### config.mk
export PLATFORM = sky130hd
export DESIGN_NAME = commit_stage
export DESIGN_NICKNAME = d
export VERILOG_FILES = /design/src/hdl/commit_pkg.sv /design/src/hdl/commit_port0.sv /design/src/hdl/commit_port1.sv /design/src/hdl/commit_stage.sv /design/src/hdl/exception_select.sv
export VERILOG_INCLUDE_DIRS = /design/src /design/src/hdl
export SDC_FILE = /design/constraint.sdc
export NUM_CORES = 1
export LEC_CHECK = 0
export ABC_AREA = 1
export BUFFER_PORTS_ARGS = -buffer_cell sky130_fd_sc_hd__buf_4
export CAP_MARGIN = 20
export CELL_PAD_IN_SITES_DETAIL_PLACEMENT = 1
export CELL_PAD_IN_SITES_GLOBAL_PLACEMENT = 1
export CORE_AREA = 8 8 150 152
export DETAILED_ROUTE_END_ITERATION = 6
export DIE_AREA = 0 0 158 160
export GPL_TIMING_DRIVEN = 0
export PLACE_DENSITY_LB_ADDON = 0.1
export SLEW_MARGIN = 20
export SYNTH_ARGS = -nofsm -noshare
export SYNTH_HDL_FRONTEND = slang
export SYNTH_SLANG_ARGS = --single-unit
### constraint.sdc
create_clock -name vclk -period 2.2
set_input_delay 0.55 -clock vclk [all_inputs]
set_output_delay 0.55 -clock vclk [all_outputs]
set_load 0.02 [all_outputs]
### src/hdl/commit_params.svh
`ifndef COMMIT_PARAMS_SVH
`define COMMIT_PARAMS_SVH

// integer register data width
`define XLEN 32

// architectural register index width
`define REG_ADDR_W 5

// scoreboard transaction id width
`define TRANS_ID_W 3

// exception cause width, as handed to the CSR file
`define CAUSE_W 6

// number of retirement ports
`define NR_COMMIT_PORTS 2

`endif

### src/hdl/commit_pkg.sv
`default_nettype none

package commit_pkg;

  // functional unit an entry was issued to
  // fences and sfence.vma travel on the CSR unit
  typedef enum logic [2:0] {
    FU_NONE      = 3'd0,
    FU_ALU       = 3'd1,
    FU_LOAD      = 3'd2,
    FU_STORE     = 3'd3,
    FU_CTRL_FLOW = 3'd4,
    FU_MULT      = 3'd5,
    FU_CSR       = 3'd6
  } fu_t;

  // operation carried with the entry
  // OP_ADD doubles as the CSR no-operation
  typedef enum logic [5:0] {
    OP_ADD        = 6'd0,
    OP_SUB        = 6'd1,
    OP_AND        = 6'd2,
    OP_OR         = 6'd3,
    OP_XOR        = 6'd4,
    OP_LW         = 6'd8,
    OP_SW         = 6'd9,
    // csr access
    OP_CSRRW      = 6'd16,
    OP_CSRRS      = 6'd17,
    OP_CSRRC      = 6'd18,
    // ordering and translation flushes
    OP_FENCE      = 6'd24,
    OP_FENCE_I    = 6'd25,
    OP_SFENCE_VMA = 6'd26
  } op_t;

endpackage

`default_nettype wire

### src/hdl/commit_port0.sv
`timescale 1ns/1ps
`default_nettype none

`include "commit_params.svh"

module commit_port0
  import commit_pkg::*;
(
  // oldest scoreboard entry
  input  wire logic              instr0_valid_i,
  input  wire fu_t               instr0_fu_i,
  input  wire op_t               instr0_op_i,
  input  wire logic [`XLEN-1:0]  instr0_result_i,
  input  wire logic              instr0_ex_valid_i,
  input  wire logic              drop0_i,
  // controller
  input  wire logic              halt_i,
  // LSU
  input  wire logic              commit_lsu_ready_i,
  input  wire logic              no_st_pending_i,
  // CSR file
  input  wire logic [`XLEN-1:0]  csr_rdata_i,
  input  wire logic              csr_exception_valid_i,
  // retirement
  output logic                   ack_o,
  output logic                   pair_ok_o,
  output logic                   we_o,
  output logic [`XLEN-1:0]       wdata_o,
  // side effects
  output op_t                    csr_op_o,
  output logic [`XLEN-1:0]       csr_wdata_o,
  output logic                   commit_csr_o,
  output logic                   commit_lsu_o,
  output logic                   fence_o,
  output logic                   fence_i_o,
  output logic                   sfence_vma_o
);

  // -------------------------------------------------------------------------
  // retire decision for the oldest entry
  // -------------------------------------------------------------------------
  always_comb begin
    // nothing retires and no side effect by default
    ack_o        = 1'b0;
    we_o         = 1'b0;
    wdata_o      = instr0_result_i;
    // csr file sees a no-op unless a CSR entry is at the head
    csr_op_o     = OP_ADD;
    csr_wdata_o  = '0;
    commit_csr_o = 1'b0;
    commit_lsu_o = 1'b0;
    fence_o      = 1'b0;
    fence_i_o    = 1'b0;
    sfence_vma_o = 1'b0;

    // a halt request freezes retirement entirely
    if (instr0_valid_i && !halt_i) begin
      if (instr0_ex_valid_i) begin
        // faulting entry only leaves the scoreboard when it is being dropped,
        // otherwise the trap is taken and the issue stage flushes it
        ack_o = drop0_i;
      end else begin
        ack_o = 1'b1;
        // a dropped entry retires without touching the register file
        we_o  = !drop0_i;

        // store is released to the store buffer, hold it while the buffer is full
        if (instr0_fu_i == FU_STORE) begin
          if (commit_lsu_ready_i) begin
            commit_lsu_o = 1'b1;
          end else begin
            ack_o = 1'b0;
          end
        end

        // -------------------------------------------------------------------------
        // csr access
        // -------------------------------------------------------------------------
        if (instr0_fu_i == FU_CSR) begin
          csr_op_o    = instr0_op_i;
          csr_wdata_o = instr0_result_i;
          if (!drop0_i) begin
            if (!csr_exception_valid_i) begin
              // old csr value goes to rd
              commit_csr_o = 1'b1;
              wdata_o      = csr_rdata_i;
            end else begin
              // csr file refused the access, the trap path takes over
              ack_o = 1'b0;
              we_o  = 1'b0;
            end
          end
        end

        // -------------------------------------------------------------------------
        // fences
        // -------------------------------------------------------------------------
        // all three are idempotent, so they simply wait for the store
        // buffer to drain and are re-presented until then
        if (!drop0_i) begin
          case (instr0_op_i)
            OP_FENCE: begin
              ack_o   = no_st_pending_i;
              fence_o = no_st_pending_i;
            end
            OP_FENCE_I: begin
              ack_o     = no_st_pending_i;
              fence_i_o = no_st_pending_i;
            end
            OP_SFENCE_VMA: begin
              ack_o        = no_st_pending_i;
              sfence_vma_o = no_st_pending_i;
            end
            default: begin
              // no ordering needed
            end
          endcase
        end
      end
    end
  end

  // second port may follow only a retiring non-CSR entry,
  // this also keeps it behind every fence
  assign pair_ok_o = ack_o && (instr0_fu_i != FU_CSR);

endmodule

`default_nettype wire

### src/hdl/commit_port1.sv
`timescale 1ns/1ps
`default_nettype none

`include "commit_params.svh"

module commit_port1
  import commit_pkg::*;
(
  // second oldest scoreboard entry
  input  wire logic              instr1_valid_i,
  input  wire fu_t               instr1_fu_i,
  input  wire logic [`XLEN-1:0]  instr1_result_i,
  input  wire logic              instr1_ex_valid_i,
  input  wire logic              drop1_i,
  // port 0 retires and allows a partner
  input  wire logic              pair_ok_i,
  // debug single step retires one instruction at a time
  input  wire logic              single_step_i,
  output logic                   ack_o,
  output logic                   we_o,
  output logic [`XLEN-1:0]       wdata_o
);

  logic simple_fu;

  // -------------------------------------------------------------------------
  // dual retire eligibility
  // -------------------------------------------------------------------------
  // only units with no side effect beyond the register write may pair up
  always_comb begin
    case (instr1_fu_i)
      FU_ALU, FU_LOAD, FU_CTRL_FLOW, FU_MULT: simple_fu = 1'b1;
      default:                                simple_fu = 1'b0;
    endcase
  end

  // a faulting entry always waits for port 0, where traps are taken
  assign ack_o = pair_ok_i
              && instr1_valid_i
              && !single_step_i
              && !instr1_ex_valid_i
              && simple_fu;

  // dropped entries still leave the scoreboard, just without the write
  assign we_o    = ack_o && !drop1_i;
  assign wdata_o = instr1_result_i;

endmodule

`default_nettype wire

### src/hdl/commit_stage.sv
`timescale 1ns/1ps
`default_nettype none

`include "commit_params.svh"

module commit_stage
  import commit_pkg::*;
(
  // entry 0, oldest in the scoreboard
  input  wire logic                          instr0_valid_i,
  input  wire fu_t                           instr0_fu_i,
  input  wire op_t                           instr0_op_i,
  input  wire logic [`REG_ADDR_W-1:0]        instr0_rd_i,
  input  wire logic [`XLEN-1:0]              instr0_result_i,
  input  wire logic                          instr0_ex_valid_i,
  input  wire logic [`CAUSE_W-1:0]           instr0_ex_cause_i,
  input  wire logic [`XLEN-1:0]              instr0_ex_tval_i,
  input  wire logic [`XLEN-1:0]              instr0_pc_i,
  input  wire logic [`TRANS_ID_W-1:0]        instr0_trans_id_i,
  // entry 1
  input  wire logic                          instr1_valid_i,
  input  wire fu_t                           instr1_fu_i,
  input  wire logic [`REG_ADDR_W-1:0]        instr1_rd_i,
  input  wire logic [`XLEN-1:0]              instr1_result_i,
  input  wire logic                          instr1_ex_valid_i,
  input  wire logic [`NR_COMMIT_PORTS-1:0]   commit_drop_i,
  // controller
  input  wire logic                          halt_i,
  input  wire logic                          single_step_i,
  // LSU
  input  wire logic                          commit_lsu_ready_i,
  input  wire logic                          no_st_pending_i,
  // CSR file
  input  wire logic [`XLEN-1:0]              csr_rdata_i,
  input  wire logic                          csr_exception_valid_i,
  input  wire logic [`CAUSE_W-1:0]           csr_exception_cause_i,
  // retirement towards issue stage and register file
  output logic [`NR_COMMIT_PORTS-1:0]                  commit_ack_o,
  output logic [`NR_COMMIT_PORTS-1:0]                  we_gpr_o,
  output logic [`NR_COMMIT_PORTS-1:0][`REG_ADDR_W-1:0] waddr_o,
  output logic [`NR_COMMIT_PORTS-1:0][`XLEN-1:0]       wdata_o,
  output logic [`XLEN-1:0]                             pc_o,
  output logic [`TRANS_ID_W-1:0]                       commit_tran_id_o,
  // side effects
  output op_t                                          csr_op_o,
  output logic [`XLEN-1:0]                             csr_wdata_o,
  output logic                                         commit_csr_o,
  output logic                                         commit_lsu_o,
  output logic                                         fence_o,
  output logic                                         fence_i_o,
  output logic                                         sfence_vma_o,
  // trap
  output logic                                         exception_valid_o,
  output logic [`CAUSE_W-1:0]                          exception_cause_o,
  output logic [`XLEN-1:0]                             exception_tval_o
);

  logic             ack0;
  logic             ack1;
  logic             we0;
  logic             we1;
  logic [`XLEN-1:0] wdata0;
  logic [`XLEN-1:0] wdata1;
  logic             pair_ok;

  // -------------------------------------------------------------------------
  // port 0, full retirement with side effects
  // -------------------------------------------------------------------------
  commit_port0 u_port0 (
    .instr0_valid_i        (instr0_valid_i),
    .instr0_fu_i           (instr0_fu_i),
    .instr0_op_i           (instr0_op_i),
    .instr0_result_i       (instr0_result_i),
    .instr0_ex_valid_i     (instr0_ex_valid_i),
    .drop0_i               (commit_drop_i[0]),
    .halt_i                (halt_i),
    .commit_lsu_ready_i    (commit_lsu_ready_i),
    .no_st_pending_i       (no_st_pending_i),
    .csr_rdata_i           (csr_rdata_i),
    .csr_exception_valid_i (csr_exception_valid_i),
    .ack_o                 (ack0),
    .pair_ok_o             (pair_ok),
    .we_o                  (we0),
    .wdata_o               (wdata0),
    .csr_op_o              (csr_op_o),
    .csr_wdata_o           (csr_wdata_o),
    .commit_csr_o          (commit_csr_o),
    .commit_lsu_o          (commit_lsu_o),
    .fence_o               (fence_o),
    .fence_i_o             (fence_i_o),
    .sfence_vma_o          (sfence_vma_o)
  );

  // port 1 only ever pairs with a retiring port 0
  commit_port1 u_port1 (
    .instr1_valid_i    (instr1_valid_i),
    .instr1_fu_i       (instr1_fu_i),
    .instr1_result_i   (instr1_result_i),
    .instr1_ex_valid_i (instr1_ex_valid_i),
    .drop1_i           (commit_drop_i[1]),
    .pair_ok_i         (pair_ok),
    .single_step_i     (single_step_i),
    .ack_o             (ack1),
    .we_o              (we1),
    .wdata_o           (wdata1)
  );

  exception_select u_exc (
    .instr0_valid_i        (instr0_valid_i),
    .drop0_i               (commit_drop_i[0]),
    .halt_i                (halt_i),
    .instr0_ex_valid_i     (instr0_ex_valid_i),
    .instr0_ex_cause_i     (instr0_ex_cause_i),
    .instr0_ex_tval_i      (instr0_ex_tval_i),
    .csr_exception_valid_i (csr_exception_valid_i),
    .csr_exception_cause_i (csr_exception_cause_i),
    .exception_valid_o     (exception_valid_o),
    .exception_cause_o     (exception_cause_o),
    .exception_tval_o      (exception_tval_o)
  );

  // per port vectors, port 0 in the low slot
  assign commit_ack_o = {ack1, ack0};
  assign we_gpr_o     = {we1, we0};
  assign wdata_o      = {wdata1, wdata0};
  assign waddr_o      = {instr1_rd_i, instr0_rd_i};

  // head entry identity for the CSR file and the scoreboard
  assign pc_o             = instr0_pc_i;
  assign commit_tran_id_o = instr0_trans_id_i;

endmodule

`default_nettype wire

### src/hdl/exception_select.sv
`timescale 1ns/1ps
`default_nettype none

`include "commit_params.svh"

module exception_select (
  // oldest entry
  input  wire logic                instr0_valid_i,
  input  wire logic                drop0_i,
  input  wire logic                halt_i,
  input  wire logic                instr0_ex_valid_i,
  input  wire logic [`CAUSE_W-1:0] instr0_ex_cause_i,
  input  wire logic [`XLEN-1:0]    instr0_ex_tval_i,
  // CSR file
  input  wire logic                csr_exception_valid_i,
  input  wire logic [`CAUSE_W-1:0] csr_exception_cause_i,
  // trap reported to the CSR file
  output logic                     exception_valid_o,
  output logic [`CAUSE_W-1:0]      exception_cause_o,
  output logic [`XLEN-1:0]         exception_tval_o
);

  // -------------------------------------------------------------------------
  // exception priority
  // -------------------------------------------------------------------------
  always_comb begin
    exception_valid_o = 1'b0;
    exception_cause_o = '0;
    exception_tval_o  = '0;

    // only a live head entry can trap
    if (instr0_valid_i && !drop0_i) begin
      // without an earlier fault tval still holds the instruction bits
      if (csr_exception_valid_i) begin
        exception_valid_o = 1'b1;
        exception_cause_o = csr_exception_cause_i;
        exception_tval_o  = instr0_ex_tval_i;
      end
      // earlier faults (fetch, decode, page faults) win
      if (instr0_ex_valid_i) begin
        exception_valid_o = 1'b1;
        exception_cause_o = instr0_ex_cause_i;
        exception_tval_o  = instr0_ex_tval_i;
      end
    end

    // no trap while the core is halted
    if (halt_i) begin
      exception_valid_o = 1'b0;
    end
  end

endmodule

`default_nettype wire

==> results of run 1 <==
## placed cells by master, fill, tap and decap left out, drive strengths merged
master  instances
a21oi           7
buf           434
clkbuf          1
clkinv          2
inv            80
nand2          60
nand3           6
nand3b          1
nand4           1
nor2           44
nor3           39
nor3b           1
nor4            1
o21a            1
o21ai          33
xnor2           1
## worst paths after layout
| kind | start | end | cells after the start |
|---|---|---|---|
| worst max-delay path | halt_i | wdata_o[20] | 10 |
| worst min-delay path | instr1_result_i[4] | wdata_o[36] | 2 |
## synthesized netlist by cell type, types with 2 or more instances
cell type | number | share of area, %
a21oi_1 | 7 | 1.6
buf_2 | 6 | 1.4
buf_4 | 82 | 28
buf_6 | 9 | 4.7
inv_1 | 79 | 14
nand2_1 | 52 | 9.0
nand2_2 | 7 | 2.0
nand3_1 | 5 | 1.2
nor2_1 | 41 | 7.1
nor2_4 | 2 | 1.0
nor3_1 | 33 | 7.6
nor3_2 | 6 | 2.8
o21ai_2 | 32 | 13
## cell type report
cell class         instances  share of cell area [%]
plain buffers             98                    14.5
well taps                270                    6.13
repair buffers           337                    49.4
multi-input cells        195                    23.8
repair inverters           1                   0.159
inverters                 81                    5.93
## power by group through the flow
stage               Clock (µW)  Sequential (µW)  Combinational, µW
floorplan                    0                0                438
global placement             0                0                886
detailed placement           0                0                896
CTS                          0                0                929
global route                 0                0               1010
finish                       0                0                943
## layer usage
layer / part of all wire (%) / global-route usage, %
met5: 0 / 0
met4: 0 / 0
met3: 13 / 4.83
met2: 54 / 23.2
met1: 33 / 10.6
## cell families (layout without fill, tap and decap cells)
kind of cell    after synthesis  count (layout)  synth area share (%)
buf+inv                     180             517                  50.3
simple gates                153             153                  34.2
compound gates               41              41                  15.1
xor+xnor                      1               1                 0.403
## per-stage QoR
stage	power [µW]	instance area [µm²]	worst slack [ns]	hold WS, ns
6_report	943	5510	-0.0188	1.30
5_1_grt	1010	5510	-0.109	1.30
4_1_cts	929	5190	-0.0560	1.30
3_5_place_dp	896	4950	-0.192	1.30
3_3_place_gp	886	4950	-0.164	1.30
2_1_floorplan	438	2170	0.0252	1.18
## worst max-delay path: stages
cell and delay [ns]:
buf_8 0.10, nor2_4 0.13, nand2_4 0.10, nor2_8 0.10, nand3_4 0.14, clkinv_8 0.13
clkbuf_16 0.17, nand2_4 0.04, o21ai_2 0.06, buf_6 0.14
## repair_timing
action,CTS,global route
buffers inserted,7,3
cloned,2,1
gates resized for setup,42,69
endpoints found under the setup margin,68,60
pin swaps,5,6
==> metrics, run 1 <==
worst min path class=in -> out; row cnt=52; Post-Syn Area=0.00217 mm²; Die Area=0.0253 mm²; first-pass GRT wire length=22,700 µm; Pins Over Slew Limit=0; status=complete, but fails checks; CP Data Required Time=1.65 ns; Core ar.=0.0200 mm²; nets@finish=922; max frequency=451 MHz; RSZ-0062 raised after global routing=yes; Syn. warnings=0; initial antenna violation count=0; WP data arrival=1.67 ns; area delta synth->final=154%; storage element area=0 µm²; Fillers=2,549; PwrDens=171 mW/mm²; number of DRC markers after the initial detailed-route iteration=36; Flop pwr share=0%; final hold vios=0; Final Cycle Share=101%; sw frac=47.3%; IO Pins=403; Pleak=0.00313 µW; Final HPWL DP=14,800 µm; Synth cell types=27; crit-path max FO=7; WL per Instance=16.8 µm; max-capacitance violation count=0; placed insts=970; Chip Width=158 µm; buffers added on ports=325; total track usage=11.3%; Detail Route Antenna Nets=0; Pre-Repair DR Iteration Count=4; cell-internal power=497 µW; Initial Util=10.8%; Die Height=160 µm; CTS Hold Buffers Added=0; headroom to the max-slew limit=68.2%; GPL Wtd Cong=0.790; area of the multi-input gates=0.00131 mm²; Residual DRC=0; worst slew pin tran=0.476 ns; # setup viols final=9; diode count=0; Startpoint Class=input pin; register area share after synthesis=0%; failing checks=setup timing; drt via density=3.60; Crit Path Class=in -> out; vias in the first global route=3,948; syn_nets=583; sequential cell count=0; clock buf count=0; pin count of the biggest net entering global routing=11; cells after synthesis=375; setup TNS=-0.0613 ns; Worst setup EP type=primary output; Overflow after GRT=0; Tmin final=2.22 ns; detailed-route via count=3,533; Psw=447 µW; maximum vdd drop=0.0000653 V; power share of the clock group=0%; combinational share of power=100.0%; Final Util=27.5%; Avg Cell Area, Syn=5.79 µm²; DRT Wirelength=16,500 µm; post-route insts no fill=982; share of cells above drive strength 1=74.0%; worst setup margin=-0.0188 ns
Power figures use the tool's default switching activity.
==> inputs of run 2 (changes only) <==
- GPL_ROUTABILITY_DRIVEN: not set -> 0
- SETUP_SLACK_MARGIN: not set -> 0.2
==> run 2 against run 1 <==
- design area rose by 17%
- via count increased by 2.4%
- the flow still finishes with violations (setup timing)
- largest cell class unchanged
- first-iteration DRC count up 25%
- count of clock-buffer cells in the layout unchanged
- critical endpoint is now wdata_o[14]
- critical path depth unchanged
- total power up 13%
- global-route usage grew 1.2 points
- largest power group unchanged
- utilization rose by 4.6 points
==> metrics, run 2 (synthesized netlist as in run 1, its figures left out) <==
Initial Util=10.8%; most frequent cells in the layout=351 x buf_4, 73 x buf_6, 72 x inv_1, 31 x nor2_1, 28 x o21ai_2; Fillers=2,468; number of DRC markers after the initial detailed-route iteration=45; Pre-Repair DR Iteration Count=4; pin count of the biggest net entering global routing=11; share of cells above drive strength 1=80.8%; Overflow after GRT=0; slowest CP cell=buf_8; RSZ-0062 raised after global routing=yes; cell breakdown of the critical path=buf_6 -> nor2_4 -> nand2_4 -> nor2_8 -> nand3_4 -> clkinv_8 -> buf_8 -> nand2_4 -> o21ai_2 -> buf_6; Die Area=0.0253 mm²; post-route insts no fill=1,001; Chip Width=158 µm; Final Cell Area=0.00644 mm²; Final HPWL DP=15,400 µm; worst setup margin=-0.0319 ns; Core ar.=0.0200 mm²; most common cell after layout, fill and taps aside=buf_4; detailed-route via count=3,618; maximum vdd drop=0.0000574 V; Final Util=32.1%; Startpoint Class=input pin; max-capacitance violation count=0; Residual DRC=0; Overall Power=1060 µW; PwrDens=165 mW/mm²; Crit Path Class=in -> out; buffers added on ports=325; WL per Instance=17.9 µm; worst min path class=in -> out; nets@finish=941; worst slack, placed=-0.162 ns; diode count=0; Worst path max stage delay=0.15 ns; Die Height=160 µm; vias in the first global route=4,141; final hold vios=0; # setup viols final=17; total track usage=12.6%; WP data arrival=1.68 ns; failing checks=setup timing; row cnt=52; CP Data Required Time=1.65 ns; initial antenna violation count=0; area of the multi-input gates=0.00168 mm²; area delta synth->final=196%; Pleak=0.00358 µW; storage element area=0 µm²; Final Cycle Share=101%; DRT Wirelength=17,900 µm; max frequency=448 MHz; status=complete, but fails checks; clock buf count=0; IO Pins=403; headroom to the max-slew limit=74.3%; sequential cell count=0; Detail Route Antenna Nets=0; placed cell area=0.00504 mm²; Worst setup EP type=primary output; crit-path max FO=8; Pins Over Slew Limit=0; worst slew pin tran=0.384 ns; first-pass GRT wire length=24,900 µm; Tmin final=2.23 ns; drt via density=3.61; placed insts=970
-- run 2: final cells by class --
class | count | share of cell area (%)
plain buffers | 99 | 14.2
inverters | 81 | 5.23
multi-input cells | 195 | 26.1
well taps | 270 | 5.25
repair buffers | 355 | 49.1
repair inverters | 1 | 0.136
-- run 2: stage by stage --
| step | hold slack [ns] | setup TNS [ns] |
|---|---|---|
| 4_1_cts | 1.30 | -1.58 |
| 3_3_place_gp | 1.30 | -6.41 |
| 3_5_place_dp | 1.30 | -6.78 |
| 5_1_grt | 1.30 | -2.18 |
| 2_1_floorplan | 1.15 | 0 |
| 6_report | 1.30 | -0.264 |
-- run 2: worst max-delay path, delay by kind of cell --
family / cells / cell delay (ns)
buf+inv: 4 / 0.54
simple gates: 5 / 0.51
compound gates: 1 / 0.08
-- run 2: final timing paths --
| check | start | to | depth (start not counted) |
|---|---|---|---|
| worst max-delay path | halt_i | wdata_o[14] | 10 |
| worst min-delay path | instr0_pc_i[2] | pc_o[2] | 2 |
-- run 2: what timing repair did --
| action | CTS | global route |
|---|---|---|
| gates resized for setup | 163 | 86 |
| pin swaps | 42 | 19 |
| buffers inserted | 19 | 2 |
| hold buffers | 0 | 0 |
| gates cloned | 8 | 2 |
| endpoints found under the setup margin | 115 | 115 |
-- run 2: layer usage --
| layer | vias to the layer above | GRT usage [%] | part of all wire, % |
|---|---|---|---|
| met5 | - | 0 | 0 |
| met4 | 0 | 0.472 | 0.35 |
| met3 | 4 | 5.72 | 14 |
| met2 | 235 | 25.0 | 53 |
| met1 | 1616 | 12.0 | 32 |
| li1 | 1763 | - | - |
-- run 2: report_power, final --
part | internal [µW] | leakage (µW) | switching [µW]
sequential | 0 | 0 | 0
combinational | 561 | 0.00358 | 502
clock | 0 | 0 | 0
total | 561 | 0.00358 | 502
